<file path="src/cpuSettings.svh">
`ifndef CPU_SETTINGS_SVH
`define CPU_SETTINGS_SVH

// Datapath width for registers, ALU and addresses
`define XLEN 32

// Memory depths in 32-bit words
`define IMEM_WORDS 64   // Program store
`define DMEM_WORDS 64   // Load/store space

// First fetch address after reset
`define RESET_PC 32'h0000_0000

`endif

</file>
<file path="src/isaPkg.sv">
`include "cpuSettings.svh"

package isaPkg;

    typedef logic [`XLEN-1:0] wordT;    // Data word or byte address
    typedef logic [31:0]      instT;    // Raw instruction word
    typedef logic [4:0]       regIdxT;  // x0 .. x31
    typedef logic [2:0]       funct3T;

    // Word index into the program store
    typedef logic [$clog2(`IMEM_WORDS)-1:0] imemIdxT;

    // Major opcodes of the supported subset
    typedef enum logic [6:0] {
        opReg    = 7'b0110011,  // add sub and or slt
        opImm    = 7'b0010011,  // addi
        opLoad   = 7'b0000011,  // lw
        opStore  = 7'b0100011,  // sw
        opBranch = 7'b1100011   // beq
    } opcodeE;

    // funct3 codes the decoder cares about
    localparam funct3T f3AddSub = 3'b000;
    localparam funct3T f3Slt    = 3'b010;
    localparam funct3T f3Or     = 3'b110;
    localparam funct3T f3And    = 3'b111;
    localparam funct3T f3Word   = 3'b010;   // lw and sw
    localparam funct3T f3Beq    = 3'b000;

endpackage

</file>
<file path="src/dataMem.sv">
`include "cpuSettings.svh"

module dataMem
    import isaPkg::*;
(
    input  logic CLK,
    input  logic we,
    input  wordT addr,
    input  wordT wd,
    output wordT rdata
);

    localparam int IdxBits = $clog2(`DMEM_WORDS);

    wordT               mem [`DMEM_WORDS];
    logic [IdxBits-1:0] wordIdx;

    // Word aligned, low two bits ignored
    assign wordIdx = addr[IdxBits+1:2];

    always_ff @(posedge CLK) begin
        if (we) begin
            mem[wordIdx] <= wd;
        end
    end

    assign rdata = mem[wordIdx];   // Read in the same cycle

endmodule

</file>
<file path="config.mk">
export PLATFORM = sky130hd
export DESIGN_NAME = dataMem
export DESIGN_NICKNAME = d
export VERILOG_FILES = /design/src/isaPkg.sv /design/src/dataMem.sv
export VERILOG_INCLUDE_DIRS = /design/src /design/src/src
export SDC_FILE = /design/constraint.sdc
export NUM_CORES = 2
export LEC_CHECK = 0
export ABC_AREA = 1
export ABC_CLOCK_PERIOD_IN_PS = 8010
export BUFFER_PORTS_ARGS = -buffer_cell sky130_fd_sc_hd__buf_2
export CAP_MARGIN = 25
export CELL_PAD_IN_SITES_DETAIL_PLACEMENT = 0
export CELL_PAD_IN_SITES_GLOBAL_PLACEMENT = 1
export CORE_UTILIZATION = 52
export CTS_BUF_LIST = sky130_fd_sc_hd__clkbuf_2
export DETAILED_ROUTE_END_ITERATION = 10
export GPL_ROUTABILITY_DRIVEN = 1
export HOLD_SLACK_MARGIN = 0.1
export PLACE_DENSITY_LB_ADDON = 0.1
export RECOVER_POWER = 50
export SYNTH_ARGS = -nofsm -noshare
export SYNTH_HDL_FRONTEND = slang
export SYNTH_SLANG_ARGS = --single-unit
</file>
<file path="constraint.sdc">
create_clock -name CLK -period 8.01 [get_ports CLK]
set_clock_uncertainty 0.2 [all_clocks]
set_input_delay 1.602 -clock CLK [delete_from_list [all_inputs] [get_ports CLK]]
set_output_delay 1.602 -clock CLK [all_outputs]
set_load 0.01 [all_outputs]
</file>
### Word level (Yosys, flattened, before mapping)

Memory sizes are Yosys's and may differ from the RTL's.
Cells that the tools add are included.

* muxes and demuxes: 2

Operators with widths (number)
* two-way mux 1 bit: 2

* memories: 1
* RAM bits: 2048
* bits of input ports: 66
* output and inout port bits: 32
* register bits after elaboration: 0
* logic and storage cells: 3

Memory list
* mem: depth 64, bits a word 32, rd ports 1, clocked after Yosys merged registers in 0, write ports 1, line dataMem.sv:15 `` wordT mem [`DMEM_WORDS]; ``

### Depth between registers and ports, before layout

* depth after elaboration: 2
* mapped depth: 15
* mapped depth without buffers: 11

### Worst setup path before layout

No wires, ideal clock.

* kind: in2reg
* start point: in addr[2]
* end point: mem mem[41][0] (netlist name), enable pin
* path slack: 1.923 ns
* data arrival time: 5.385 ns
* data required time: 7.308 ns
* library setup time: 0.502 ns
* stages on the path: 6
* path buffers: 4
* cell sequence: buf_4 inv_2 buf_6 buf_4 buf_2 nor4_1

RTL lines
* start: declaration: line dataMem.sv:8 `input wordT addr,`
* end: declaration: line dataMem.sv:15

Straight into the memory's write port.

### Worst setup path after layout

* start point: in addr[2]
* end point: out rdata[3]

* longest elaborated chain between the ends: 1

RTL lines
* memory read (64 x 32 bit)
* end: declaration: line dataMem.sv:10 `output wordT rdata`

No other way between the ends.

==> reports/metrics.yaml <==
maxCapViolations: 34
io_pins: 98
synth_seq_cells: 2048
antenna_found_initial: 31
finalWirelength_um: 242000
finalHoldViolations: 0
slew_viol_final: 2014
viasPerCell: 5.20
grt_max_degree: 144
hpwl_um: 126000
drive_above_1_share_pct: 12.3
dr_total_vias: 59067
synth_most_common_cell: "nand2_1"
worstPathRequired_ns: 6.21
die_w_um: 408
cp.arrival_ns: 4.80
hp-class: "in2reg"
synth_nets: 8474
rows: 148
synth-seq-area-share_pct: 71.6
place_inst: 10418
irDropWorstVdd_mv: 0.166
chipHeight_um: 408
place_congestion: 0.807
tightest_slew_ns: 3.46
p_int_mw: 15.0
crit_path_max_incr_delay_ns: 0.56
overflow: 0
synth_cell_types: 20
htreeDepth: 6
drt-wirelength-per-cell_um: 21.3
cpMostUsedCell: "nand2_1"
status: "finished, violations left"
drtPass1Iterations: 6
period_minus_slack_ns: 6.61
crit_buf_inv: 4
clock-sinks: 2048
yosys-top-cells-count: "nand2_1, edfxtp_1, buf_2"
setup_violations: 0
critPathKind: "in2out"
async_reset_ff_share_pct: 0
p_sw_mw: 5.28
cts_resized: 0
fmax_mhz: 151
yosys-top-cells-area: "edfxtp_1, nand2_1, buf_2"
cpMaxStageDelayCell: "nor2_1"
drc: 0
combPwrFrac_pct: 6.9
die-area_sq_um: 167000
synth_top_flop_cell: "edfxtp_1"
end_kind: "output pin"
ant_nets: 0
fin_nets: 8897
cts_root_buffer: "clkbuf_2"
avgSynthCellArea_sq_um: 10.2
rsz0062_at_grt: "false"
post-route-period-util_pct: 82.5
finalSetupTns_ns: 0
finalNonFillerCells: 11363
io_buffers: 71
path_cells: "buf_8 -> inv_8 -> buf_12 -> nand2_1 -> nand2_1 -> nand2_1 -> nand2_1 -> nand2_1 -> nand2_1 -> nand2_1 -> nand2_1 -> nor2_1 -> nand2_1 -> buf_2"
largest_reg_flops: 2048
synth_top_area_share_pct: 71.6
cts_made_buffers: 551
switching_share_pct: 26.0
clk_pin_slew_ns: 0.11
cts_tree: "done"
crit_family: "simple AND/OR/NAND/NOR gates"
start_util_pct: 52.6
grt_pass1_wl_um: 357000
report.power.total_mw: 20.3
grt_pass1_vias: 56311
pwr-share-seq_pct: 58.6
worst_setup_path_start_kind: "primary input"
p_leak_nw: 40.5
reg_top3: "mem x2048"
syn_area_sq_um: 85900
synth_cells: 8408
synth_edf_count: 2048
slew-limit-headroom_pct: -131
synth_top_area_cell: "edfxtp_1"
power_density_nw_per_um2: 216
top_register: "mem"
cts_buffer_depth: 4
violations: "capacitance limit, slew limit"
yosysWarnings: 0
fp.coreArea_sq_um: 163000
drt_iter0_markers: 5407
crit_fanout: 124
p_clk_share_pct: 34.5
synthToLayoutAreaGrowth_pct: 9.67
track_usage_pct: 29.0
==> through the flow <==
| stage | utilization, % | instance area (sq um) | setup WS (ns) | hold WS, ns |
|---|---|---|---|---|
| 2_1_floorplan | - | 85900 | 1.92 | 1.50 |
| 3_3_place_gp | 54.7 | 89400 | 1.57 | 2.08 |
| 3_5_place_dp | 54.8 | 89500 | 1.56 | 1.82 |
| 4_1_cts | 57.7 | 94300 | 1.56 | 0.103 |
| 5_1_grt | 57.7 | 94200 | 1.34 | 0.214 |
| 6_report | 57.7 | 94200 | 1.40 | 0.345 |
==> cell type report <==
type	instances	area, sq um
fill	14281	69200
sequential	2048	61500
multi-input combinational	5908	22800
clock buffer	796	3980
tap	2175	2720
timing repair buffer	292	2460
clock inverter	109	578
inverter	30	135
antenna	5	12.5
==> what timing repair did <==
item | 4_1_cts | 5_1_grt
hold buffers | 29 | 3
hold endpoints to repair | 1397 | 84
buffers inserted | 0 | 0
==> worst paths after layout <==
| path | startpoint | end | slack [ns] | cells after the start |
|---|---|---|---|---|
| worst max-delay path | addr[2] | rdata[3] | 1.40 | 14 |
| worst min-delay path | we | mem[40][11] | 0.35 | 4 |
==> cell families after synthesis <==
logic type	after synthesis	share of synthesized area (%)
buf+inv	452	2.41
flops	2048	71.6
simple gates	5896	25.9
compound gates	12	0.0845
==> placed cells by master, fill, tap and decap left out, types with 2 or more instances in the layout <==
cell type	n
nand2_1	5728
edfxtp_1	2048
clkbuf_2	796
buf_4	117
clkinv_1	83
nor2_1	80
buf_2	62
nor2_4	57
clkbuf_1	41
buf_12	36
dlygate4sd3_1	32
inv_2	24
inv_1	16
nand3_1	13
nor3_4	7
bufinv_16	6
clkinv_2	6
diode_2	5
or2_2	5
o211ai_1	5
o21ai_0	5
inv_8	3
buf_8	3
o21ai_1	2
nor4_2	2
nand4_1	2
==> metal layers <==
layer | up-vias | GRT usage (%) | share of wire [%]
li1 | 28311 | - | -
met2 | 2101 | 46.7 | 47
met1 | 28281 | 40.0 | 43
met5 | - | 0 | 0.024
met3 | 364 | 5.46 | 7.4
met4 | 10 | 8.87 | 2.2
==> worst min-delay path, cell delays in order <==
cell	delay [ns]
buf_2	0.16
inv_1	0.12
nor4_2	0.07
buf_4	0.24
==> power by group through the flow <==
stage	Sequential, mW	Combinational (mW)	Clock (mW)
2_1_floorplan	12.1	0.784	0
3_5_place_dp	12.1	1.38	0
3_3_place_gp	12.1	1.37	0
5_1_grt	11.9	1.55	7.71
6_report	11.9	1.40	7.01
4_1_cts	11.9	1.40	7.18
(Power assumes the default switching activity.)
