File: src/cpuSettings.svh
`ifndef CPU_SETTINGS_SVH
`define CPU_SETTINGS_SVH

// Datapath width for registers, ALU and addresses
`define XLEN 32

// Memory depths in 32-bit words
`define IMEM_WORDS 64   // Program store
`define DMEM_WORDS 64   // Load/store space

// First fetch address after reset
`define RESET_PC 32'h0000_0000

`endif

File: src/isaPkg.sv
`include "cpuSettings.svh"

package isaPkg;

    typedef logic [`XLEN-1:0] wordT;    // Data word or byte address
    typedef logic [31:0]      instT;    // Raw instruction word
    typedef logic [4:0]       regIdxT;  // x0 .. x31
    typedef logic [2:0]       funct3T;

    // Word index into the program store
    typedef logic [$clog2(`IMEM_WORDS)-1:0] imemIdxT;

    // Major opcodes of the supported subset
    typedef enum logic [6:0] {
        opReg    = 7'b0110011,  // add sub and or slt
        opImm    = 7'b0010011,  // addi
        opLoad   = 7'b0000011,  // lw
        opStore  = 7'b0100011,  // sw
        opBranch = 7'b1100011   // beq
    } opcodeE;

    // funct3 codes the decoder cares about
    localparam funct3T f3AddSub = 3'b000;
    localparam funct3T f3Slt    = 3'b010;
    localparam funct3T f3Or     = 3'b110;
    localparam funct3T f3And    = 3'b111;
    localparam funct3T f3Word   = 3'b010;   // lw and sw
    localparam funct3T f3Beq    = 3'b000;

endpackage

File: src/regFile.sv
module regFile
    import isaPkg::*;
(
    input  logic   CLK,
    input  logic   rstN,
    input  logic   we,
    input  regIdxT rs1,
    input  regIdxT rs2,
    input  regIdxT rd,
    input  wordT   wd,
    output wordT   rd1,
    output wordT   rd2
);

    wordT regs [32];

    // x0 never written so it reads zero forever
    always_ff @(posedge CLK or negedge rstN) begin
        if (!rstN) begin
            for (int i = 0; i < 32; i++) begin
                regs[i] <= '0;
            end
        end else if (we && (rd != '0)) begin
            regs[rd] <= wd;
        end
    end

    // Combinational read ports
    assign rd1 = regs[rs1];
    assign rd2 = regs[rs2];

endmodule

File: config.mk
export PLATFORM = sky130hd
export DESIGN_NAME = regFile
export DESIGN_NICKNAME = d
export VERILOG_FILES = /design/src/isaPkg.sv /design/src/regFile.sv
export VERILOG_INCLUDE_DIRS = /design/src /design/src/src
export SDC_FILE = /design/constraint.sdc
export NUM_CORES = 2
export LEC_CHECK = 0
export BUFFER_PORTS_ARGS = -buffer_cell sky130_fd_sc_hd__buf_2
export CAP_MARGIN = 10
export CORE_UTILIZATION = 55
export DETAILED_ROUTE_END_ITERATION = 10
export PLACE_DENSITY_LB_ADDON = 0.15
export SYNTH_ARGS = -nofsm -noshare
export SYNTH_HDL_FRONTEND = slang
export SYNTH_SLANG_ARGS = --single-unit
File: constraint.sdc
create_clock -name CLK -period 3.4 [get_ports CLK]
set_input_delay 0.68 -clock CLK [delete_from_list [all_inputs] [get_ports CLK]]
set_output_delay 0.68 -clock CLK [all_outputs]
set_load 0.02 [all_outputs]
# --- Word-level counts from Yosys, hierarchy flattened ---
# Cells that the tools add are included.
# W data, S select, Z words.
totals:
  reg_bits: 1024
  latchBits: 0
  ramBits: 0
  mem_bits_ro: 0
  inputBits: 50
  output_inout_bits: 64
  memories: 0
classes:
  add_sub_neg: 0
  mul: 0
  div_mod_pow: 0
  order_cmp: 4
  n_eq_ne: 0
  shift: 0
  n_mux: 9
  n_bitwise: 3
  n_reduce_logical: 3
ops:
  columns: ["operator", "n"]
  rows:
  - ["$bwmux W1024", 1]
  - ["$bmux W32 S5", 2]
  - ["$demux W32 S5", 1]
  - ["$mux W32", 5]
  - ["$ge A6 B6 Y1 const B", 3]
  - ["$not A5 Y6", 3]
  - ["$lt A6 B1 Y1 const B", 1]
  - ["$reduce_bool A5 Y1", 1]
  - ["$logic_and A1 B1 Y1", 2]

# --- Logic depth before layout (Yosys ltp) ---
depth:
  depth_word: 6
  depth_mapped: 8
  ltp_nobuf: 5

# --- Worst setup path after synthesis ---
# Ideal clock, no wire load.
synth_path:
  path_type: "input to output"
  from: "in rs1[1]"
  to: "out rd1[11]"
  arrival_ps: 1994
  required_time_ps: 2720
  slack_ps: 726
  stages: 8
  n_path_buf: 4
  path_cell_list: "buf_2 -> buf_4 -> buf_2 -> buf_2 -> mux2i_1 -> nand2_1 -> a31oi_1 -> nand3_1"
synth_via:
  elab_chain_len: 4
synth_lines:
  columns: ["element", "line_no", "source"]
  rows:
  - ["start, declared", "regFile.sv:7", "input regIdxT rs1,"]
  - ["$not A5 Y6 (not written as such)", "regFile.sv:29", "assign rd1 = regs[rs1];"]
  - ["$bmux W32 S5", "regFile.sv:29", null]
  - ["$mux W32 (not written as such) (2 in series)", "regFile.sv:29", null]
  - ["end, declared", "regFile.sv:11", "output wordT rd1,"]
# Every way passes these cells. The select of a mux whose other input is x is not followed.

# --- Final worst setup path ---
layout_path:
  from: "in rs1[1]"
  to: "out rd1[6]"
# The elaborated chain is that of the path after synthesis.

==> results.json <==
{
  "reg2reg_depth": 1,
  "fin_cells": 6084,
  "grt_max_degree": 102,
  "drtAntennaViolNets": 0,
  "avgSynthCellArea_um2": 12.2,
  "crit_family": "buffers and inverters",
  "first_pass_iters": 5,
  "area_delta_synth_final_pct": 12.6,
  "syn_area_mm2": 0.0559,
  "cts_tree": "done",
  "hold_viol_final": 0,
  "htreeDepth": 3,
  "tns_ns": 0,
  "path_buf_inv": 4,
  "avgRoutedWirePerCell_um": 28.7,
  "drt-initial-drc-count": 3508,
  "crit_arrival_ns": 2.62,
  "netlist_top_cells_count": "dfrtp_1, mux2i_1, mux2_2",
  "period_share": 0.971,
  "power.density_mw_per_mm2": 574,
  "ff_latch_area_mm2": 0.0256,
  "fin_skew_ns": 0,
  "overflow": 0,
  "ys_warn_count": 0,
  "peakVddDrop_uv": 463,
  "yosysTopAreaCellShare": 0.458,
  "die_x_um": 321,
  "die_h_um": 321,
  "netlist-cell-type-count": 28,
  "regMostFlops": "regs",
  "synth-seq-area-share": 0.458,
  "criticalPathCategory": "in2out",
  "critPathSlowestCell": "buf_12",
  "antenna_found_initial": 16,
  "start_kind": "input pin",
  "period_minus_slack_ns": 3.30,
  "fillers": 7952,
  "routed_via_density": 6.48,
  "ys_top_cells_by_area": "dfrtp_1, mux2_2, mux2i_1",
  "crit_chain": "buf_8 > buf_12 > buf_12 > mux2i_1 > a22o_1 > nor3_1 > a31oi_1 > nand3_1 > buf_2",
  "holdWs_ns": 0.400,
  "clk_pin_slew_ns": 0.05,
  "finish.utilization": 0.627,
  "layout.nets": 4673,
  "cts_setup_buffers": 0,
  "drc": 0,
  "setup-violations-final": 0,
  "path_depth": 9,
  "clock.fmax_mhz": 303,
  "multi_input_area_mm2": 0.0279,
  "dp_hpwl_um": 105000,
  "synthFlopType": "dfrtp_1",
  "synth_edf_count": 0,
  "cts_buffers": 112,
  "io_buffers": 113,
  "grt_pass1_vias": 39900,
  "worstHoldPathType": "reg2reg",
  "cts-root-buf": "clkbuf_16",
  "hold_path_depth": 0,
  "top_regs": "regs x1024",
  "num_io_pins": 114,
  "core_mm2": 0.100,
  "start_util": 0.557,
  "num_rows": 116,
  "gp_congestion": 0.854,
  "place_ws_ns": 0.144,
  "reg2reg_slack_ns": 2.59,
  "cap_violations": 0,
  "synth_nets": 4651,
  "clock_latency_ns": 0.69,
  "grt_pass1_wl_um": 261000,
  "cts_resized": 0,
  "slew_violations": 0,
  "dieArea_mm2": 0.103,
  "cpMostUsedCell": "buf_12",
  "ctsLongestPathBuffers": 3,
  "numClockSinks": 1024,
  "via_count": 39400,
  "cp.required_ns": 2.72,
  "slew_headroom": 0.467,
  "endpoint_kind": "primary output",
  "tightest_slew_ns": 0.800,
  "p_leak_nw": 30.0,
  "largest_register_ffs": 1024,
  "synthCells": 4601,
  "rsz0062_at_grt": "false",
  "setup_slack_ns": 0.0977,
  "path_max_fanout": 37,
  "drive_above_1_share": 0.334,
  "status": "finished clean",
  "synthArstFlopShare": 1.00,
  "grtUsageTotal": 0.338,
  "ys_seq_elements": 1024,
  "routed_wl_um": 174000,
  "place_inst": 5865,
  "slowest_delay_ns": 0.31,
  "synth_top_area_cell": "dfrtp_1"
}
## cells in the final DEF, fill, tap and decap left out, drive strengths merged, types with 10 or more instances in the layout
cell type  Yosys  layout
a22o         128     128
mux2         992     992
a22oi        192     192
nor3          65      65
a21oi        192     192
a31oi         64      64
clkinv         0      28
diode          0      10
dfrtp       1024    1024
bufinv         0      11
nand2        210     210
buf          249     380
clkbuf       224     162
mux2i       1024    1024
nor2          19      19
nand3        194     194
## report_power, final
group	switching, mW	leakage [nW]	total (mW)	internal, mW
clock	5.16	1.92	12.8	7.61
sequential	1.80	13.1	16.3	14.5
combinational	3.39	14.9	7.10	3.71
total	10.3	30.0	36.2	25.8
## kinds of logic (layout without fill, tap and decap cells)
kind of cell / count (synthesis) / after routing / share of synthesized area
AND/OR/NAND/NOR: 512 / 512 / 0.0439
flip-flops: 1024 / 1024 / 0.458
other: 0 / 10 / 0
buffers and inverters: 473 / 589 / 0.0450
AO/OA/AOI/OAI: 576 / 576 / 0.0701
multiplexers: 2016 / 2016 / 0.383
## metal layers
metal	vias to the layer above	track usage	routed length [um]
met5	-	0	80
met4	12	0.142	7270
met3	416	0.0588	11500
met2	1445	0.538	81200
met1	20600	0.456	74300
li1	17000	-	-
## final cells by class
| class | instances | area share |
|---|---|---|
| multi-input cells | 3104 | 0.443 |
| repair buffers | 381 | 0.0617 |
| diodes | 10 | 0.000397 |
| clock buffers | 162 | 0.0529 |
| well taps | 1357 | 0.0269 |
| flip-flops and latches | 1024 | 0.407 |
| clock inverters | 46 | 0.00842 |
## path summary, 6_finish.rpt
| check | from | endpoint |
|---|---|---|
| worst min-delay path | regs[1003] | regs[1003] |
| worst min register to register | regs[1003] | regs[1003] |
| worst max-delay path | rs1[1] | rd1[6] |
| worst max register to register | regs[612] | regs[612] |
| min in group asynchronous | rstN | regs[570] |
| max in group asynchronous | rstN | regs[677] |
## through the flow
| stage | cell area, um^2 | power [mW] |
|---|---|---|
| after floorplan | 55900 | 21.1 |
| after global placement | 59100 | 23.2 |
| after detailed placement | 59100 | 23.5 |
| after CTS | 63000 | 36.2 |
| after global routing | 63000 | 37.7 |
| final | 63000 | 36.2 |
## what timing repair did
item	4_1_cts	5_1_grt
hold buffers	1	0
endpoints found under the setup margin	0	0
hold endpoints to repair	42	0
Power figures use the tool's default switching activity.
