==> src/cpuSettings.svh <==
`ifndef CPU_SETTINGS_SVH
`define CPU_SETTINGS_SVH

// Datapath width for registers, ALU and addresses
`define XLEN 32

// Memory depths in 32-bit words
`define IMEM_WORDS 64   // Program store
`define DMEM_WORDS 64   // Load/store space

// First fetch address after reset
`define RESET_PC 32'h0000_0000

`endif

==> src/isaPkg.sv <==
`include "cpuSettings.svh"

package isaPkg;

    typedef logic [`XLEN-1:0] wordT;    // Data word or byte address
    typedef logic [31:0]      instT;    // Raw instruction word
    typedef logic [4:0]       regIdxT;  // x0 .. x31
    typedef logic [2:0]       funct3T;

    // Word index into the program store
    typedef logic [$clog2(`IMEM_WORDS)-1:0] imemIdxT;

    // Major opcodes of the supported subset
    typedef enum logic [6:0] {
        opReg    = 7'b0110011,  // add sub and or slt
        opImm    = 7'b0010011,  // addi
        opLoad   = 7'b0000011,  // lw
        opStore  = 7'b0100011,  // sw
        opBranch = 7'b1100011   // beq
    } opcodeE;

    // funct3 codes the decoder cares about
    localparam funct3T f3AddSub = 3'b000;
    localparam funct3T f3Slt    = 3'b010;
    localparam funct3T f3Or     = 3'b110;
    localparam funct3T f3And    = 3'b111;
    localparam funct3T f3Word   = 3'b010;   // lw and sw
    localparam funct3T f3Beq    = 3'b000;

endpackage

==> src/instFetch.sv <==
`include "cpuSettings.svh"

module instFetch
    import isaPkg::*;
(
    input  logic    CLK,
    input  logic    rstN,
    input  logic    run,
    input  logic    takeBranch,
    input  wordT    branchTarget,
    input  logic    progWe,
    input  imemIdxT progAddr,
    input  instT    progData,
    output wordT    pc,
    output instT    inst
);

    instT    imem [`IMEM_WORDS];    // Program store
    wordT    pcPlus4;
    wordT    nextPc;
    imemIdxT fetchIdx;

    assign pcPlus4 = pc + wordT'(4);
    assign nextPc  = takeBranch ? branchTarget : pcPlus4;

    // Byte offset bits dropped
    assign fetchIdx = pc[$bits(imemIdxT)+1:2];

    // PC only advances while running
    always_ff @(posedge CLK or negedge rstN) begin
        if (!rstN) begin
            pc <= wordT'(`RESET_PC);
        end else if (run) begin
            pc <= nextPc;
        end
    end

    // Load port from the testbench
    always_ff @(posedge CLK) begin
        if (progWe) begin
            imem[progAddr] <= progData;
        end
    end

    assign inst = imem[fetchIdx];   // Asynchronous fetch

endmodule

==> config.mk <==
export PLATFORM = sky130hd
export DESIGN_NAME = instFetch
export DESIGN_NICKNAME = d
export VERILOG_FILES = /design/src/isaPkg.sv /design/src/instFetch.sv
export VERILOG_INCLUDE_DIRS = /design/src /design/src/src
export SDC_FILE = /design/constraint.sdc
export NUM_CORES = 2
export LEC_CHECK = 0
export BUFFER_PORTS_ARGS = -buffer_cell sky130_fd_sc_hd__buf_2
export CORE_MARGIN = 3
export CORE_UTILIZATION = 60
export CTS_BUF_LIST = sky130_fd_sc_hd__clkbuf_2
export CTS_CLUSTER_SIZE = 12
export DETAILED_ROUTE_END_ITERATION = 6
export GPL_TIMING_DRIVEN = 0
export PLACE_DENSITY = 0.77
export SKIP_LAST_GASP = 1
export SYNTH_ARGS = -nofsm -noshare
export SYNTH_HDL_FRONTEND = slang
export SYNTH_SLANG_ARGS = --single-unit
export TNS_END_PERCENT = 10
==> constraint.sdc <==
create_clock -name CLK -period 2.4 [get_ports CLK]
set_input_delay 0.12 -clock CLK [delete_from_list [all_inputs] [get_ports CLK]]
set_output_delay 0.12 -clock CLK [all_outputs]
set_load 0.01 [all_outputs]
* Word level (Yosys, flattened, before mapping) *
Memories as Yosys holds them, arrays and structs flattened.
Index checks and enable logic that the tools add are counted.
Widths: inputs -> output; s select.

word-level totals
  flip-flop bits (word level) = 32
  memory bits (writable) = 2048
  input bits = 75
  output and inout port bits = 64
  word-level logic and storage cells = 6
  memories = 1

cells by class
  add/sub/neg operators = 1
  mux-type cells = 3

memory list
  memory  depth  bits a word  read ports  clocked after Yosys merged registers in  write ports  line             RTL
  imem    64     32           1           0                                        1            instFetch.sv:18  instT imem [`IMEM_WORDS];

operators with widths
  operator               number
  $add 32x3->32 const B  1
  $mux 32                1
  $mux 1                 2

* Logic depth before layout (Yosys ltp) *
  depth after elaboration = 2
  depth in mapped cells = 10
  depth with buffers taken out = 6

* Worst setup path after synthesis *
OpenSTA, ideal clock, no wires.

  path type = input to register
  from = input port progAddr[3]
  to = memory imem[48][0] (netlist bit), enable pin
  arrival = 2.844 ns
  required time = 1.939 ns
  slack = -0.905 ns
  stages on the path = 4
  buffers on the path = 1
  cell sequence = clkbuf_1 > nor2b_1 > nand4b_1 > nor3_1

RTL lines
  what             line             RTL
  start, declared  instFetch.sv:12  input imemIdxT progAddr,
  end, declared    instFetch.sv:18

No word-level cell before the write port.

* Worst setup path in the final report *
  from = register pc[2]
  to = output port inst[22]

on the way
  longest elaborated chain between the ends = 1

ends and longest elaborated chain
  what                    line             RTL
  start, declared         instFetch.sv:14  output wordT pc,
  start signal, assigned  instFetch.sv:32  pc <= wordT'(`RESET_PC);
  start signal, assigned  instFetch.sv:34  pc <= nextPc;
  $mem_v2 64x32           -
  end, declared           instFetch.sv:15  output instT inst

Every way passes these cells.

==> results.yml <==
yosys:
  yosys-top-cells-area: "edfxtp_1 77%, mux4_2 12%, mux2i_1 3.5%"
  synth.largest_area_cell: "edfxtp_1"
  synth.net_count: 3811
  syn_area_um2: 80200
  async_flop_share_pct: 1.538
  synth_cell_types: 51
  syn_avg_cell_area_um2: 21.47
  ys_ff_latch: 2080
  synth_edf_count: 2048
  ys.flop_type: "edfxtp_1"
  synthDominantCellAreaShare_pct: 76.68
  synthCells: 3735
  yosys_warnings: 0
  seq_area_frac_synth_pct: 77.68
clock_tree:
  cts_tree: "built"
  root_buffer: "clkbuf_2"
  numCtsBuffers: 495
  clock_path_buffers: 4
  worstSkewPairLatency_ns: 2.00
  htreeDepth: 5
  clock_sinks: 2080
  cts.clk_slew.worst_paths_ns: 0.12
critical_path:
  r2r_cells: 6
  cp_common_cell: "buf_2"
  rr_startpoint: "pc[6]"
  critPathTopFamily: "buffers and inverters"
  critPathMaxStageDelay_ns: 0.51
  required_ns: 2.28
  startpoint_type: "flip-flop"
  cp.depth: 9
  ff2ff_setup_slack_ns: -0.07
  worstReg2RegEnd: "pc[12]"
  crit_chain: "buf_12 > clkbuf_16 > nor2b_1 > buf_2 > clkbuf_2 > a22oi_1 > a211oi_2 > o22ai_1 > buf_2"
  end_kind: "output pin"
  path_buf_inv: 5
  slowest_stage: "a211oi_2"
  path_max_fanout: 10
  critPathKind: "reg2out"
  worstPathArrival_ns: 4.82
min_path:
  hold_end: "imem[18][13]"
  hold_class: "in2reg"
  hold_depth: 5
  holdCritStartpoint: "progAddr[5]"
timing:
  fmax_ghz: 0.2025
  setup_viol: 172
  worst_pin_slew_ns: 1.339
  setup_ws_ns: -2.537
  relSlewSlack_pct: 10.72
  finalCritPeriodShare_pct: 205.7
  rsz0062_at_grt: "true"
  finClkSkew_ns: 0.08025
  hold_violations: 0
  drv_slew: 0
  period_minus_slack_ns: 4.937
pwr:
  p_per_area_nw_per_um2: 806.1
  p_leak_nw: 31.93
  ir_drop_mv: 0.6348
  power_w: 0.07712
global_routing:
  antenna_found_initial: 19
  grt.total_usage_pct: 34.59
  grt_pass1_vias: 46560
  grt_max_degree: 65
  overflow: 0
  grt_pass1_wl_mm: 332.1
drt:
  via_count: 47200
  detail-route-antenna-nets: 0
  first_pass_iters: 6
  drt_iter0_drc: 7795
  wl_per_cell_um: 35.60
  wl_mm: 245.0
  routed_via_density: 6.857
  drcViolationCount: 0
job:
  drv_cap: 0
layout:
  final_util_pct: 72.40
  final_cell_mix: "2,048 x edfxtp_1, 728 x clkbuf_2, 411 x mux4_2, 264 x mux2i_1, 246 x dlygate4sd3_1"
  layout_commonest_cell: "edfxtp_1"
  final_area_um2: 95670
  area_delta_synth_final_pct: 19.28
  final_cells: 6883
  nNetsFinal: 4847
  layout-drive-gt1-share_pct: 37.05
floorplan:
  io_pins: 139
  dieArea_um2: 138100
  die_x_um: 371.6
  rows: 133
  fp.coreArea_um2: 132100
  initial_core_util_pct: 60.70
  fp.dieH_um: 371.6
outcome:
  status: "complete, but fails checks"
  violations: "setup timing"
placement:
  dpl_cell_area_um2: 84890
  dpl.cell_count: 5690
  portBuffers: 134
  dp_hpwl_mm: 139.2
  gp_congestion: 0.9228
[cells by family after synthesis]
group                    synth area share [%]
AO/OA/AOI/OAI                           3.842
adder cells (fa/ha/maj)               0.01560
buffers and inverters                   1.462
flip-flops                              77.68
multiplexers                            15.23
AND/OR/NAND/NOR                         1.772
[layout make-up]
cell class                      count  area (um2)
Inverter                            8       33.78
Clock inverter                    128       541.8
Timing Repair Buffer              542        6125
Buffer                            221        2340
Tap cell                         1755        2196
Sequential cell                  2080       62310
Multi-Input combinational cell   1423       18530
Antenna cell                       16       40.04
Fill cell                        7403       36460
Clock buffer                      710        3553
[worst min-delay path, cell delays in order]
cell and delay (ns):
dlygate4sd3_1 0.57, clkbuf_1 0.23, nand2b_1 0.21, clkbuf_1 0.42, nor2_4 0.41
[stage by stage]
stage	setup slack (ns)	TNS (ns)	hold WS, ns
4_1_cts	-2.552	-97.85	0.002580
3_3_place_gp	-2.403	-3905.20	0.2350
3_5_place_dp	-1.923	-295.74	0.2305
6_report	-2.537	-107.76	0.1137
2_1_floorplan	-0.3158	-301.48	-0.1756
5_1_grt	-2.573	-107.40	0.07510
[layer usage]
layer	routed length [um]	part of all wire (%)	vias up	GRT usage, %
met1	78070	32	23620	44.91
met2	113600	46	4411	52.07
met3	37020	15	925	12.43
li1	-	-	18230	-
met4	16010	6.5	12	17.91
met5	366	0.15	-	0
[sequential cells by signal (all words and copies together), names as in the netlist]
name,cells
imem,2048
pc,32
[cells in the mapped netlist (all sizes together) (11+ instances only)]
master,instances
a211oi,24
a21oi,47
a221oi,35
a22o,26
a22oi,130
and4,13
buf,139
clkbuf,85
dfrtp,32
edfxtp,2048
mux2,12
mux2i,282
mux4,411
nand2,38
nand3,67
nand4,11
nor2,96
nor2b,12
nor3,21
o211a,11
o211ai,23
o21ai,43
o221ai,23
o22ai,44
[report_power, final]
part | internal (W) | total, W | switching [W] | leakage [nW]
Sequential | 0.0401 | 0.0404 | 0.000210 | 18.8
Combinational | 0.00598 | 0.0147 | 0.00868 | 9.94
Clock | 0.00805 | 0.0221 | 0.0141 | 3.20
Total | 0.0542 | 0.0771 | 0.0229 | 31.9
[worst max-delay path by stage]
stage                      startpoint     endpoint  slack (ns)
after detailed placement        pc[4]      inst[9]       -1.92
after CTS                       pc[2]      inst[0]       -2.55
after global routing            pc[2]     inst[22]       -2.57
final                           pc[2]     inst[22]       -2.54
after floorplan           progAddr[3]  imem[10][0]       -0.32
after global placement    progAddr[1]   imem[3][8]       -2.40
[what timing repair did]
action	4_1_cts	5_1_grt
gates cloned	1	5
endpoints found under the setup margin	83	163
resized for setup	404	285
pin swaps	24	61
hold endpoints to repair	4160	0
hold buffers	279	0
buffers inserted	11	48
(Power assumes the default switching activity.)
