===== config.mk =====
export PLATFORM = sky130hd
export DESIGN_NAME = execUnit
export DESIGN_NICKNAME = d
export VERILOG_FILES = /design/src/isaPkg.sv /design/src/ctrlPkg.sv /design/src/execUnit.sv
export VERILOG_INCLUDE_DIRS = /design/src /design/src/src
export SDC_FILE = /design/constraint.sdc
export NUM_CORES = 1
export LEC_CHECK = 0
export BUFFER_PORTS_ARGS = -buffer_cell sky130_fd_sc_hd__buf_2
export CAP_MARGIN = 20
export CORE_MARGIN = 2
export CORE_UTILIZATION = 25
export DETAILED_ROUTE_END_ITERATION = 6
export PLACE_DENSITY = 0.55
export SLEW_MARGIN = 15
export SYNTH_ARGS = -nofsm -noshare
export SYNTH_HDL_FRONTEND = slang
export SYNTH_SLANG_ARGS = --single-unit

===== constraint.sdc =====
create_clock -name vclk -period 5.2
set_clock_uncertainty 0.15 [all_clocks]
set_input_delay 0.26 -clock vclk [all_inputs]
set_output_delay 0.26 -clock vclk [all_outputs]
set_load 0.02 [all_outputs]

===== src/cpuSettings.svh =====
`ifndef CPU_SETTINGS_SVH
`define CPU_SETTINGS_SVH

// Datapath width for registers, ALU and addresses
`define XLEN 32

// Memory depths in 32-bit words
`define IMEM_WORDS 64   // Program store
`define DMEM_WORDS 64   // Load/store space

// First fetch address after reset
`define RESET_PC 32'h0000_0000

`endif


===== src/isaPkg.sv =====
`include "cpuSettings.svh"

package isaPkg;

    typedef logic [`XLEN-1:0] wordT;    // Data word or byte address
    typedef logic [31:0]      instT;    // Raw instruction word
    typedef logic [4:0]       regIdxT;  // x0 .. x31
    typedef logic [2:0]       funct3T;

    // Word index into the program store
    typedef logic [$clog2(`IMEM_WORDS)-1:0] imemIdxT;

    // Major opcodes of the supported subset
    typedef enum logic [6:0] {
        opReg    = 7'b0110011,  // add sub and or slt
        opImm    = 7'b0010011,  // addi
        opLoad   = 7'b0000011,  // lw
        opStore  = 7'b0100011,  // sw
        opBranch = 7'b1100011   // beq
    } opcodeE;

    // funct3 codes the decoder cares about
    localparam funct3T f3AddSub = 3'b000;
    localparam funct3T f3Slt    = 3'b010;
    localparam funct3T f3Or     = 3'b110;
    localparam funct3T f3And    = 3'b111;
    localparam funct3T f3Word   = 3'b010;   // lw and sw
    localparam funct3T f3Beq    = 3'b000;

endpackage


===== src/ctrlPkg.sv =====
package ctrlPkg;

    import isaPkg::*;

    // Operations the ALU knows
    typedef enum logic [2:0] {
        aluAdd,
        aluSub,
        aluAnd,
        aluOr,
        aluSlt
    } aluOpE;

    // Main control bits for one instruction
    typedef struct packed {
        logic  regWrite;
        logic  aluSrcImm;   // Second operand from immediate
        logic  memWrite;
        logic  memToReg;    // Write back load data
        logic  branch;
        aluOpE aluOp;
    } ctrlT;

    // Everything later stages need from the instruction word
    typedef struct packed {
        regIdxT rs1;
        regIdxT rs2;
        regIdxT rd;
        wordT   imm;        // Sign-extended, format picked by opcode
        ctrlT   ctrl;
    } decodedT;

endpackage


===== src/execUnit.sv =====
module execUnit
    import isaPkg::*;
    import ctrlPkg::*;
(
    input  decodedT dec,
    input  wordT    pc,
    input  wordT    rd1,
    input  wordT    rd2,
    output wordT    aluResult,
    output logic    takeBranch,
    output wordT    branchTarget
);

    wordT opB;
    wordT diff;
    logic lessThan;

    assign opB      = dec.ctrl.aluSrcImm ? dec.imm : rd2;
    assign diff     = rd1 - opB;
    assign lessThan = $signed(rd1) < $signed(opB);   // Signed compare for slt

    always_comb begin
        case (dec.ctrl.aluOp)
            aluAdd:  aluResult = rd1 + opB;
            aluSub:  aluResult = diff;
            aluAnd:  aluResult = rd1 & opB;
            aluOr:   aluResult = rd1 | opB;
            aluSlt:  aluResult = wordT'(lessThan);
            default: aluResult = rd1 + opB;
        endcase
    end

    // beq taken on equal operands
    assign takeBranch   = dec.ctrl.branch && (diff == '0);
    assign branchTarget = pc + dec.imm;  // B-type offset already has bit 0 clear

endmodule


== Word level (Yosys, flattened, before mapping) ==
Cells that the tools add are included.

* Flip-flop bits (word level): 0
* Input port bits: 151
* Word-level logic and storage cells: 14

* $add $sub $neg: 3
* Order comparisons: 1
* Equal/unequal tests: 4
* Multiplexer cells: 2
* Bitwise logic cells: 2
* Reductions and logical operators: 2

{| class="wikitable"
|+ Operator list
! kind !! number
|-
| $pmux 32 s4 || 1
|-
| $add 32x32->32 || 2
|-
| $and 32x32->32 || 1
|-
| $logic_not 32->1 || 1
|-
| $lt 32x32->1 || 1
|-
| $mux 32 || 1
|-
| $or 32x32->32 || 1
|-
| $sub 32x32->32 || 1
|-
| $eq 3x2->1 const B || 2
|-
| $eq 3x1->1 const B || 1
|-
| $eq 3x3->1 const B || 1
|-
| $logic_and 1x1->1 || 1
|}

== Depth between registers and ports, before layout ==
* Depth after elaboration: 4
* Mapped depth: 17
* Depth with buffers taken out: 16

== Worst setup path after synthesis ==
OpenSTA, ideal clock, no wires.

* Kind: input port to output port
* Start point: input dec[6] (netlist bit)
* End point: output aluResult[31]
* Arrival time: 4.152 ns
* Setup slack: 0.638 ns
* Stages on the path: 15
* Path through: clkbuf_1 buf_1 mux2i_1 ha_1 nor2_1 o221ai_1 a211oi_1 a21oi_1 a21boi_1 o41ai_4 o221a_2 o31ai_1 xor2_1 a211o_1 nor3_1

* Word-level cells in the longest chain between the ends: 3
* Elaborated cells on any way between the ends: 6
* Those cells by class: add/sub (2); mux (2); bitwise (2)

{| class="wikitable"
|+ Ends and longest elaborated chain
! element !! RTL line !! RTL
|-
| from (decl) || execUnit.sv:5 || <nowiki>input decodedT dec,</nowiki>
|-
| $mux 32 * || execUnit.sv:18 || <nowiki>assign opB = dec.ctrl.aluSrcImm ? dec.imm : rd2;</nowiki>
|-
| $add 32x32->32, or another cell as far along || execUnit.sv:24, execUnit.sv:29 ||
|-
| $pmux 32 s4 * || execUnit.sv:23 || <nowiki>case (dec.ctrl.aluOp)</nowiki>
|-
| to (decl) || execUnit.sv:9 || <nowiki>output wordT aluResult,</nowiki>
|}

Every way passes the cells marked *; elsewhere a longest branch is shown, timed or not.

== Worst setup path in the final report ==
* Start point: input dec[6] (netlist bit)
* End point: output aluResult[30]

Same word-level chain as after synthesis.

==> results.json <==
{
  "drive_above_1_share_pct": 18.90,
  "ctsHoldBuffers": 0,
  "placed_cells": 1622,
  "drt-initial-drc-count": 483,
  "cp_cell_sequence": "buf_2, buf_4, mux2i_1, ha_1, nor2b_1, nand4b_1, o31ai_1, o2111ai_1, a311oi_1, a221o_1, a21boi_1, xor2_1, o32ai_1, buf_2",
  "grt-ovfl-total": 0,
  "drc": 0,
  "via_per_inst": 5.030,
  "postCtsSetupRepairBufs": 0,
  "cap_violations": 0,
  "ys_top_cells_by_area": "ha_1 25%, xnor2_1 7.2%, a21oi_1 7.0%",
  "first_global_vias": 7771,
  "syn2layout_area_growth_pct": 20.19,
  "grt_pass1_wl_mm": 41.81,
  "diodes": 0,
  "arrival_ps": 4480,
  "rows": 62,
  "p_leak_nw": 4.319,
  "place.gp.congestion": 0.9132,
  "flops_and_latches": 0,
  "drt-pass1-iter-count": 5,
  "critPathLaunch": "dec[6]",
  "rsz0062_at_grt": "no",
  "grt_max_degree": 38,
  "cp-end-kind": "output pin",
  "port_buffers": 198,
  "critPathSlowestCell": "o31ai_1",
  "maxSlewViolCount": 0,
  "worstPathRequired_ps": 4790,
  "syn_inst": 1060,
  "cpMostUsedCell": "buf_2",
  "syn_nets": 1359,
  "max_freq_ghz": 0.2046,
  "nNetsFinal": 1539,
  "hpwl_mm": 23.26,
  "num_vias": 8159,
  "tns_ps": 0,
  "slew_headroom_pct": 41.57,
  "ys.warnings.count": 0,
  "core_area_um2": 28550,
  "yosysTopAreaCell": "ha_1",
  "critical_path.endpoint": "aluResult[30]",
  "ctsResizeCount": 0,
  "cp_slowest_stage_delay_ps": 600,
  "syn_area_per_cell_um2": 6.798,
  "period_share_pct": 93.97,
  "powerDensity_nw_per_um2": 158.9,
  "ys_seq_area_share_pct": 0,
  "io_pins": 216,
  "seq_area_um2": 0,
  "stdcell_count": 1622,
  "netlist_area_um2": 7206,
  "antenna_found_initial": 0,
  "status": "completed",
  "dieArea_um2": 30200,
  "hp-class": "in2out",
  "final_common_cell": "buf_2",
  "startpoint_type": "primary input",
  "wire_per_inst_um": 16.81,
  "worstSetupPathType": "in2out",
  "worstMarginPinSlew_ps": 869.0,
  "clock_buffers": 0,
  "path_max_fanout": 12,
  "synth_top_area_share_pct": 25.18,
  "drt-total-wl_mm": 27.26,
  "final_cell_mix": "198 x buf_2, 145 x ha_1, 118 x inv_1",
  "peakVddDrop_uv": 53.89,
  "final_area_um2": 8661,
  "ant_nets": 0,
  "period_needed_ps": 4887,
  "setup_viol": 0,
  "grt_use_total_pct": 16.93,
  "placedInstanceArea_um2": 8658,
  "dieHeight_um": 173.8,
  "start_util_pct": 25.24,
  "synth.distinct_cells": 77,
  "die_x_um": 173.8,
  "hold_viol": 0
}
-- power by group --
group	switching (mW)	total, mW	internal, mW
Clock	0	0	0
Combinational	0.855	1.38	0.521
Sequential	0	0	0
-- cells in the mapped netlist (11+ instances only) --
cell	number
a211oi_1	11
a21o_1	19
a21oi_1	101
clkbuf_1	26
ha_1	145
inv_1	118
mux2i_1	38
nand2_1	72
nand2b_1	11
nand3_1	23
nor2_1	102
nor2b_1	14
nor3_1	18
o21ai_0	78
o21bai_1	15
o22ai_1	12
o31ai_1	13
xnor2_1	59
xor2_1	20
-- cell families after synthesis --
logic type	after synthesis	share of synthesized area (%)
multiplexers	38	5.279
buffers and inverters	159	8.335
AND/OR/NAND/NOR	281	17.97
AO/OA/AOI/OAI	354	32.66
adder cells (fa/ha/maj)	149	26.15
XOR/XNOR	79	9.602
-- metal layers --
metal	GRT usage (%)	vias up	routed length [um]
li1	-	4130	-
met3	1.075	33	1518
met4	2.241	0	401
met5	0	-	0
met2	29.53	277	12560
met1	23.41	3719	12780
-- worst min path at each step --
stage | endpoint | depth (start not counted) | startpoint | slack [ps]
floorplan | branchTarget[0] | 1 | pc[0] | 570
global placement | branchTarget[0] | 3 | pc[0] | 700
detailed placement | branchTarget[0] | 3 | pc[0] | 700
CTS | branchTarget[0] | 3 | pc[0] | 700
global route | branchTarget[0] | 3 | pc[0] | 700
finish | branchTarget[0] | 3 | pc[0] | 700
-- area by class of cell --
| class | count | area (um^2) |
|---|---|---|
| well taps | 384 | 480.5 |
| repair buffers | 214 | 1111 |
| fillers | 3222 | 19890 |
| multi-input cells | 901 | 6608 |
| inverters | 123 | 461.7 |
-- through the flow --
| step | setup WS (ps) | total power [mW] | hold slack [ps] | utilization [%] |
|---|---|---|---|---|
| finish | 313.3 | 1.376 | 696.6 | 30.34 |
| CTS | 265.1 | 1.378 | 700.8 | 30.33 |
| global placement | 286.9 | 1.365 | 699.5 | 30.33 |
| floorplan | 638.1 | 0.9436 | 569.8 | - |
| global route | 9.277 | 1.508 | 704.6 | 30.34 |
| detailed placement | 267.5 | 1.370 | 699.6 | 30.33 |
-- worst max-delay path, delay by kind of cell --
| kind | cells | cell delay, ps |
|---|---|---|
| simple gates | 2 | 410 |
| buf+inv | 3 | 780 |
| fa+ha+maj | 1 | 370 |
| compound gates | 6 | 2050 |
| mux | 1 | 440 |
| xor+xnor | 1 | 160 |
Power figures use the tool's default switching activity.
