--- src/cpuSettings.svh ---
`ifndef CPU_SETTINGS_SVH
`define CPU_SETTINGS_SVH

// Datapath width for registers, ALU and addresses
`define XLEN 32

// Memory depths in 32-bit words
`define IMEM_WORDS 64   // Program store
`define DMEM_WORDS 64   // Load/store space

// First fetch address after reset
`define RESET_PC 32'h0000_0000

`endif

--- src/isaPkg.sv ---
`include "cpuSettings.svh"

package isaPkg;

    typedef logic [`XLEN-1:0] wordT;    // Data word or byte address
    typedef logic [31:0]      instT;    // Raw instruction word
    typedef logic [4:0]       regIdxT;  // x0 .. x31
    typedef logic [2:0]       funct3T;

    // Word index into the program store
    typedef logic [$clog2(`IMEM_WORDS)-1:0] imemIdxT;

    // Major opcodes of the supported subset
    typedef enum logic [6:0] {
        opReg    = 7'b0110011,  // add sub and or slt
        opImm    = 7'b0010011,  // addi
        opLoad   = 7'b0000011,  // lw
        opStore  = 7'b0100011,  // sw
        opBranch = 7'b1100011   // beq
    } opcodeE;

    // funct3 codes the decoder cares about
    localparam funct3T f3AddSub = 3'b000;
    localparam funct3T f3Slt    = 3'b010;
    localparam funct3T f3Or     = 3'b110;
    localparam funct3T f3And    = 3'b111;
    localparam funct3T f3Word   = 3'b010;   // lw and sw
    localparam funct3T f3Beq    = 3'b000;

endpackage

--- src/ctrlPkg.sv ---
package ctrlPkg;

    import isaPkg::*;

    // Operations the ALU knows
    typedef enum logic [2:0] {
        aluAdd,
        aluSub,
        aluAnd,
        aluOr,
        aluSlt
    } aluOpE;

    // Main control bits for one instruction
    typedef struct packed {
        logic  regWrite;
        logic  aluSrcImm;   // Second operand from immediate
        logic  memWrite;
        logic  memToReg;    // Write back load data
        logic  branch;
        aluOpE aluOp;
    } ctrlT;

    // Everything later stages need from the instruction word
    typedef struct packed {
        regIdxT rs1;
        regIdxT rs2;
        regIdxT rd;
        wordT   imm;        // Sign-extended, format picked by opcode
        ctrlT   ctrl;
    } decodedT;

endpackage

--- src/decodeUnit.sv ---
module decodeUnit
    import isaPkg::*;
    import ctrlPkg::*;
(
    input  instT    inst,
    output decodedT dec
);

    opcodeE opcode;
    funct3T funct3;
    logic   subSel;     // Bit 30 only counts for R-type
    wordT   immI;
    wordT   immS;
    wordT   immB;
    wordT   imm;
    ctrlT   ctrl;
    aluOpE  f3AluOp;
    logic   f3AluOk;

    assign opcode = opcodeE'(inst[6:0]);
    assign funct3 = inst[14:12];
    assign subSel = inst[30] && (opcode == opReg);

    // Immediate formats, all sign-extended from bit 31
    assign immI = {{20{inst[31]}}, inst[31:20]};
    assign immS = {{20{inst[31]}}, inst[31:25], inst[11:7]};
    assign immB = {{19{inst[31]}}, inst[31], inst[7], inst[30:25], inst[11:8], 1'b0};

    // ALU control from funct3
    always_comb begin
        f3AluOk = 1'b1;
        case (funct3)
            f3AddSub: f3AluOp = subSel ? aluSub : aluAdd;
            f3Slt:    f3AluOp = aluSlt;
            f3Or:     f3AluOp = aluOr;
            f3And:    f3AluOp = aluAnd;
            default: begin
                f3AluOp = aluAdd;
                f3AluOk = 1'b0;  // Unsupported op suppresses write back
            end
        endcase
    end

    // Main control
    always_comb begin
        ctrl = '0;      // Unknown opcodes become no-ops
        imm  = immI;
        case (opcode)
            opReg: begin
                ctrl.regWrite = f3AluOk;
                ctrl.aluOp    = f3AluOp;
            end
            opImm: begin
                ctrl.regWrite  = f3AluOk;
                ctrl.aluSrcImm = 1'b1;
                ctrl.aluOp     = f3AluOp;
            end
            opLoad: begin
                ctrl.regWrite  = (funct3 == f3Word);
                ctrl.aluSrcImm = 1'b1;
                ctrl.memToReg  = 1'b1;
            end
            opStore: begin
                ctrl.memWrite  = (funct3 == f3Word);
                ctrl.aluSrcImm = 1'b1;
                imm            = immS;
            end
            opBranch: begin
                ctrl.branch = (funct3 == f3Beq);
                ctrl.aluOp  = aluSub;    // Compare by difference
                imm         = immB;
            end
            default: ctrl = '0;
        endcase
    end

    assign dec = '{rs1: inst[19:15], rs2: inst[24:20], rd: inst[11:7], imm: imm, ctrl: ctrl};

endmodule

--- config.mk ---
export PLATFORM = sky130hd
export DESIGN_NAME = decodeUnit
export DESIGN_NICKNAME = d
export VERILOG_FILES = /design/src/isaPkg.sv /design/src/ctrlPkg.sv /design/src/decodeUnit.sv
export VERILOG_INCLUDE_DIRS = /design/src /design/src/src
export SDC_FILE = /design/constraint.sdc
export NUM_CORES = 1
export LEC_CHECK = 0
export BUFFER_PORTS_ARGS = -buffer_cell sky130_fd_sc_hd__buf_4
export CAP_MARGIN = 20
export CORE_UTILIZATION = 29
export DETAILED_ROUTE_END_ITERATION = 10
export PLACE_DENSITY = 0.9
export SLEW_MARGIN = 20
export SYNTH_ARGS = -nofsm -noshare
export SYNTH_HDL_FRONTEND = slang
export SYNTH_SLANG_ARGS = --single-unit
export TNS_END_PERCENT = 30
--- constraint.sdc ---
create_clock -name vclk -period 1.65
set_clock_uncertainty 0.1 [all_clocks]
set_input_delay 0.33 -clock vclk [all_inputs]
set_output_delay 0.33 -clock vclk [all_outputs]
set_load 0.05 [all_outputs]
Yosys cells after proc, flatten, opt, wreduce, memory -nomap -nowiden
Cells that the tools add are included.
Storage, ports and cells
  bits in registers: 0
  input bits: 32
  output and inout port bits: 55
Operators by class
  equality and inequality tests: 8
  mux-type cells: 10
  reductions and logical operators: 5
Operator list (count)
  12-bit case mux with 2 select lines: 1
  7-bit by 6-bit equality test with 1-bit output, second input constant: 2
  3-bit case mux with 4 select lines: 1
  7-bit by 2-bit equality test with 1-bit output, second input constant: 1
  7-bit by 5-bit equality test with 1-bit output, second input constant: 1
  7-bit equality test, second input constant: 1
  3-bit equality test, second input constant: 2
  1-bit 2-to-1 mux: 6
  3-bit case mux with 2 select lines: 1
  4-bit OR reduction: 1
  3-bit by 2-bit equality test with 1-bit output, second input constant: 1
  3-bit zero test: 1
  3-bit OR reduction: 1
  1-bit case mux with 2 select lines: 1
  2-bit OR reduction: 1
  1-bit logical AND: 1

Depth between registers and ports, before layout
  depth in word-level cells: 5
  gate-level depth with buffers: 3
  gate-level depth less buffers: 3

Worst setup path before layout
No wires, ideal clock.
  kind: in2out
  start point: input inst[2]
  end point: output dec[3] in the netlist's numbering
  arrival time: 2268 ps
  path slack: -1048 ps
  cell stages on the path: 3
  path buffers: 0
  cell sequence: and4bb_2 > nand4b_1 > nor4_1
RTL lines
  start, declared: line decodeUnit.sv:5  | input instT inst,
  end, declared: line decodeUnit.sv:6  | output decodedT dec

==> results.txt <==
- Routability-driven placement finished with a final weighted congestion of 0.772.
- Clock Buffer Count: 0
* Time the final worst path needs with I/O delays and setup: 1.86 ns
- Of the available clock period, the critical path in the final layout requires 113%.
- In the routed design, unresolved DRC markers number 0.
- Row generation in the floorplan step produced 14 rows.
* Global-route usage over all layers: 12.5%
- Drt pass-1 iters: 5
* Met1 capacity usage during global routing: 15.1%
- In this run the vertical extent of the chip is 44.1 um.
- The count of buffers added on input and output ports is 67.
* Slew @ Worst Pin: 0.238 ns
- Count of nets left with antenna violations after detail routing: 0
- Setup Buffers After CTS: 0
- Of the synthesized area, sequential elements account for 0%.
* Fill cell instance count of the final layout: 143
- Max-Cap Viols: 0
- The via count of the first global-routing pass is 454.
- After detailed routing, the total wire length is 1.32 mm.
- Summing over every cut layer, the via total after detailed routing is 523.
- After global routing, the most crowded layer is met2.
* Final setup violating endpoints: 14
* Global-route wire length before repair: 1.98 mm
- The worst hold path belongs to the class in -> out.
- The total area inside the core boundary comes to 1580 um2.
- Minimum hold slack: 0.560 ns
- The final number of hold-violating endpoints came to 0.
- Pin count of the biggest net entering global routing: 22
- After detailed routing, the number of vias per cell comes to 4.47.
* Boundary Pins: 87
- Summed over all nets, the half-perimeter wirelength after detailed placement is 1.15 mm.
- STA puts the critical path data arrival time at 1.43 ns.
* Register cell area after layout: 0 um2
- The cell count after synthesis came out at 68.
- Top cells by area, synth: sky130_fd_sc_hd__buf_4, sky130_fd_sc_hd__mux2_2, sky130_fd_sc_hd__nand3b_1, sky130_fd_sc_hd__and4bb_2, sky130_fd_sc_hd__nor2b_1
- Layout cell share with drive strength beyond 1: 89.1%
* Leakage power figure: 0.440 nW
* Synth unique cells: 17
* Worst-case headroom to the max-slew limit: 83.9%
- Syn nets: 100
- Global routing used 24.4% of the available met2 tracks.
- # nets final: 135
* Power Density: 395 nW/um2
* Maximum achievable frequency: 536 MHz
* Layout Area Growth over Synthesis: 73.4%
- In this run the worst path has a maximum fanout of 6.
- Most common library cell in the layout ignoring fill and taps: sky130_fd_sc_hd__buf_4
* Violations in the final reports: negative setup slack
- The number of placed instances, taps included, is 117.
* Top library cells by usage in the layout, fill and taps aside: sky130_fd_sc_hd__buf_4, sky130_fd_sc_hd__buf_6, sky130_fd_sc_hd__mux2_2
* RSZ-0062 raised after global routing: true
* Total overflow reported by the global router: 0
* Count of sequential standard cells: 0
* Horizontal extent of the die: 44.1 um
- Critical path startpoint category: primary input
- The worst setup path is of the in -> out kind.
- For the worst setup path, the data required time is 1.22 ns.
- STA classifies the critical path endpoint as an output pin.
* Fraction of synthesized cell area taken by the top area cell type: 60.0%
- The finished layout holds 117 standard cells, fillers aside.
- Synthesized cell area: 513 um2
* Hold path depth: 0
- Dividing the detail-routed wire length by the instance count gives 11.3 um.
- The path with the worst hold slack has its endpoint at dec[15].
* Startpoint of the tightest hold check path: inst[27]
- sky130_fd_sc_hd__buf_4 takes more of the synthesized area than any other cell.
* Worst vdd ir: 0.153 mV
* Initial core utilization: 32.5%
- The run finished, with violations left.
* ANT cells: 0
* Number of pins with negative max-slew slack in the final report: 0
- Worst setup margin: -0.215 ns
- For this run, global-route usage on met3 was measured as 1.63%.
- Area enclosed by the die boundary: 1940 um2
- For this block, the initial DRC count from the detailed router was 8.
- For this run, the number of Yosys warnings is 0.
* Area occupied by multi-input gates: 273 um2
- The initial antenna violation count is 0.
- After synthesis, the mean cell area works out to 7.54 um2.
per-layer routing:
layer / routed length [um] / part of all wire, %
met1: 450 / 34
met2: 731 / 55
met3: 137 / 10
met4: 0 / 0
met5: 0 / 0
worst max-delay path, stage by stage:
cell	delay (ns)
sky130_fd_sc_hd__buf_6	0.09
sky130_fd_sc_hd__and4bb_2	0.33
sky130_fd_sc_hd__nand3b_2	0.18
sky130_fd_sc_hd__mux2_2	0.32
sky130_fd_sc_hd__buf_4	0.19
cells by family (layout without fill, tap and decap cells):
kind of cell	Yosys count	in the layout	share of synthesized area, %
buffers and inverters	41	74	60.0
and+or+nand+nor	17	17	22.4
muxes	6	6	13.2
AOI/OAI and AO/OA	4	4	4.39
repair_timing:
action,CTS,global route
hold buffers,0,0
pin swaps,1,2
endpoints found under the setup margin,14,14
gates resized for setup,12,1
stage by stage:
stage	TNS (ns)	setup slack (ns)	util, %	instance area [um2]	total power, mW
floorplan	-1.56	-0.271	-	571	0.326
global placement	-2.76	-0.252	53.2	838	0.344
detailed placement	-2.92	-0.256	53.2	838	0.348
CTS	-2.54	-0.224	56.2	886	0.353
global route	-3.47	-0.297	56.4	890	0.365
finish	-2.45	-0.215	56.4	890	0.351
layout make-up:
type,instances,share of cell area [%]
multi-input cells,27,30.7
repair buffers,74,67.1
well taps,16,2.25
cells in the mapped netlist:
master                     number
sky130_fd_sc_hd__nand4b_1       1
sky130_fd_sc_hd__nor2b_1        2
sky130_fd_sc_hd__a21oi_1        2
sky130_fd_sc_hd__nand3b_1       2
sky130_fd_sc_hd__nor2_1         3
sky130_fd_sc_hd__nand3b_2       1
sky130_fd_sc_hd__nor4bb_1       1
sky130_fd_sc_hd__buf_4         41
sky130_fd_sc_hd__and2_1         1
sky130_fd_sc_hd__nand2_1        1
sky130_fd_sc_hd__nor4_1         1
sky130_fd_sc_hd__or2b_1         1
sky130_fd_sc_hd__mux2_2         6
sky130_fd_sc_hd__o31ai_1        1
sky130_fd_sc_hd__nor3_1         2
sky130_fd_sc_hd__o21ai_0        1
sky130_fd_sc_hd__and4bb_2       1
where the power goes:
group | total [mW] | internal, mW | leakage (nW) | switching, mW
logic | 0.351 | 0.119 | 0.440 | 0.232
registers | 0 | 0 | 0 | 0
clock network | 0 | 0 | 0 | 0
how the worst max path moves through the flow:
stage / start / to / slack [ns] / cells after the start
after floorplan: inst[2] / dec[3] / -0.27 / 3
after global routing: inst[2] / dec[11] / -0.30 / 5
final: inst[2] / dec[12] / -0.21 / 5
after CTS: inst[2] / dec[3] / -0.22 / 6
after detailed placement: inst[2] / dec[3] / -0.26 / 6
after global placement: inst[2] / dec[3] / -0.25 / 6
Note: power is estimated with default switching activity, not from simulation.
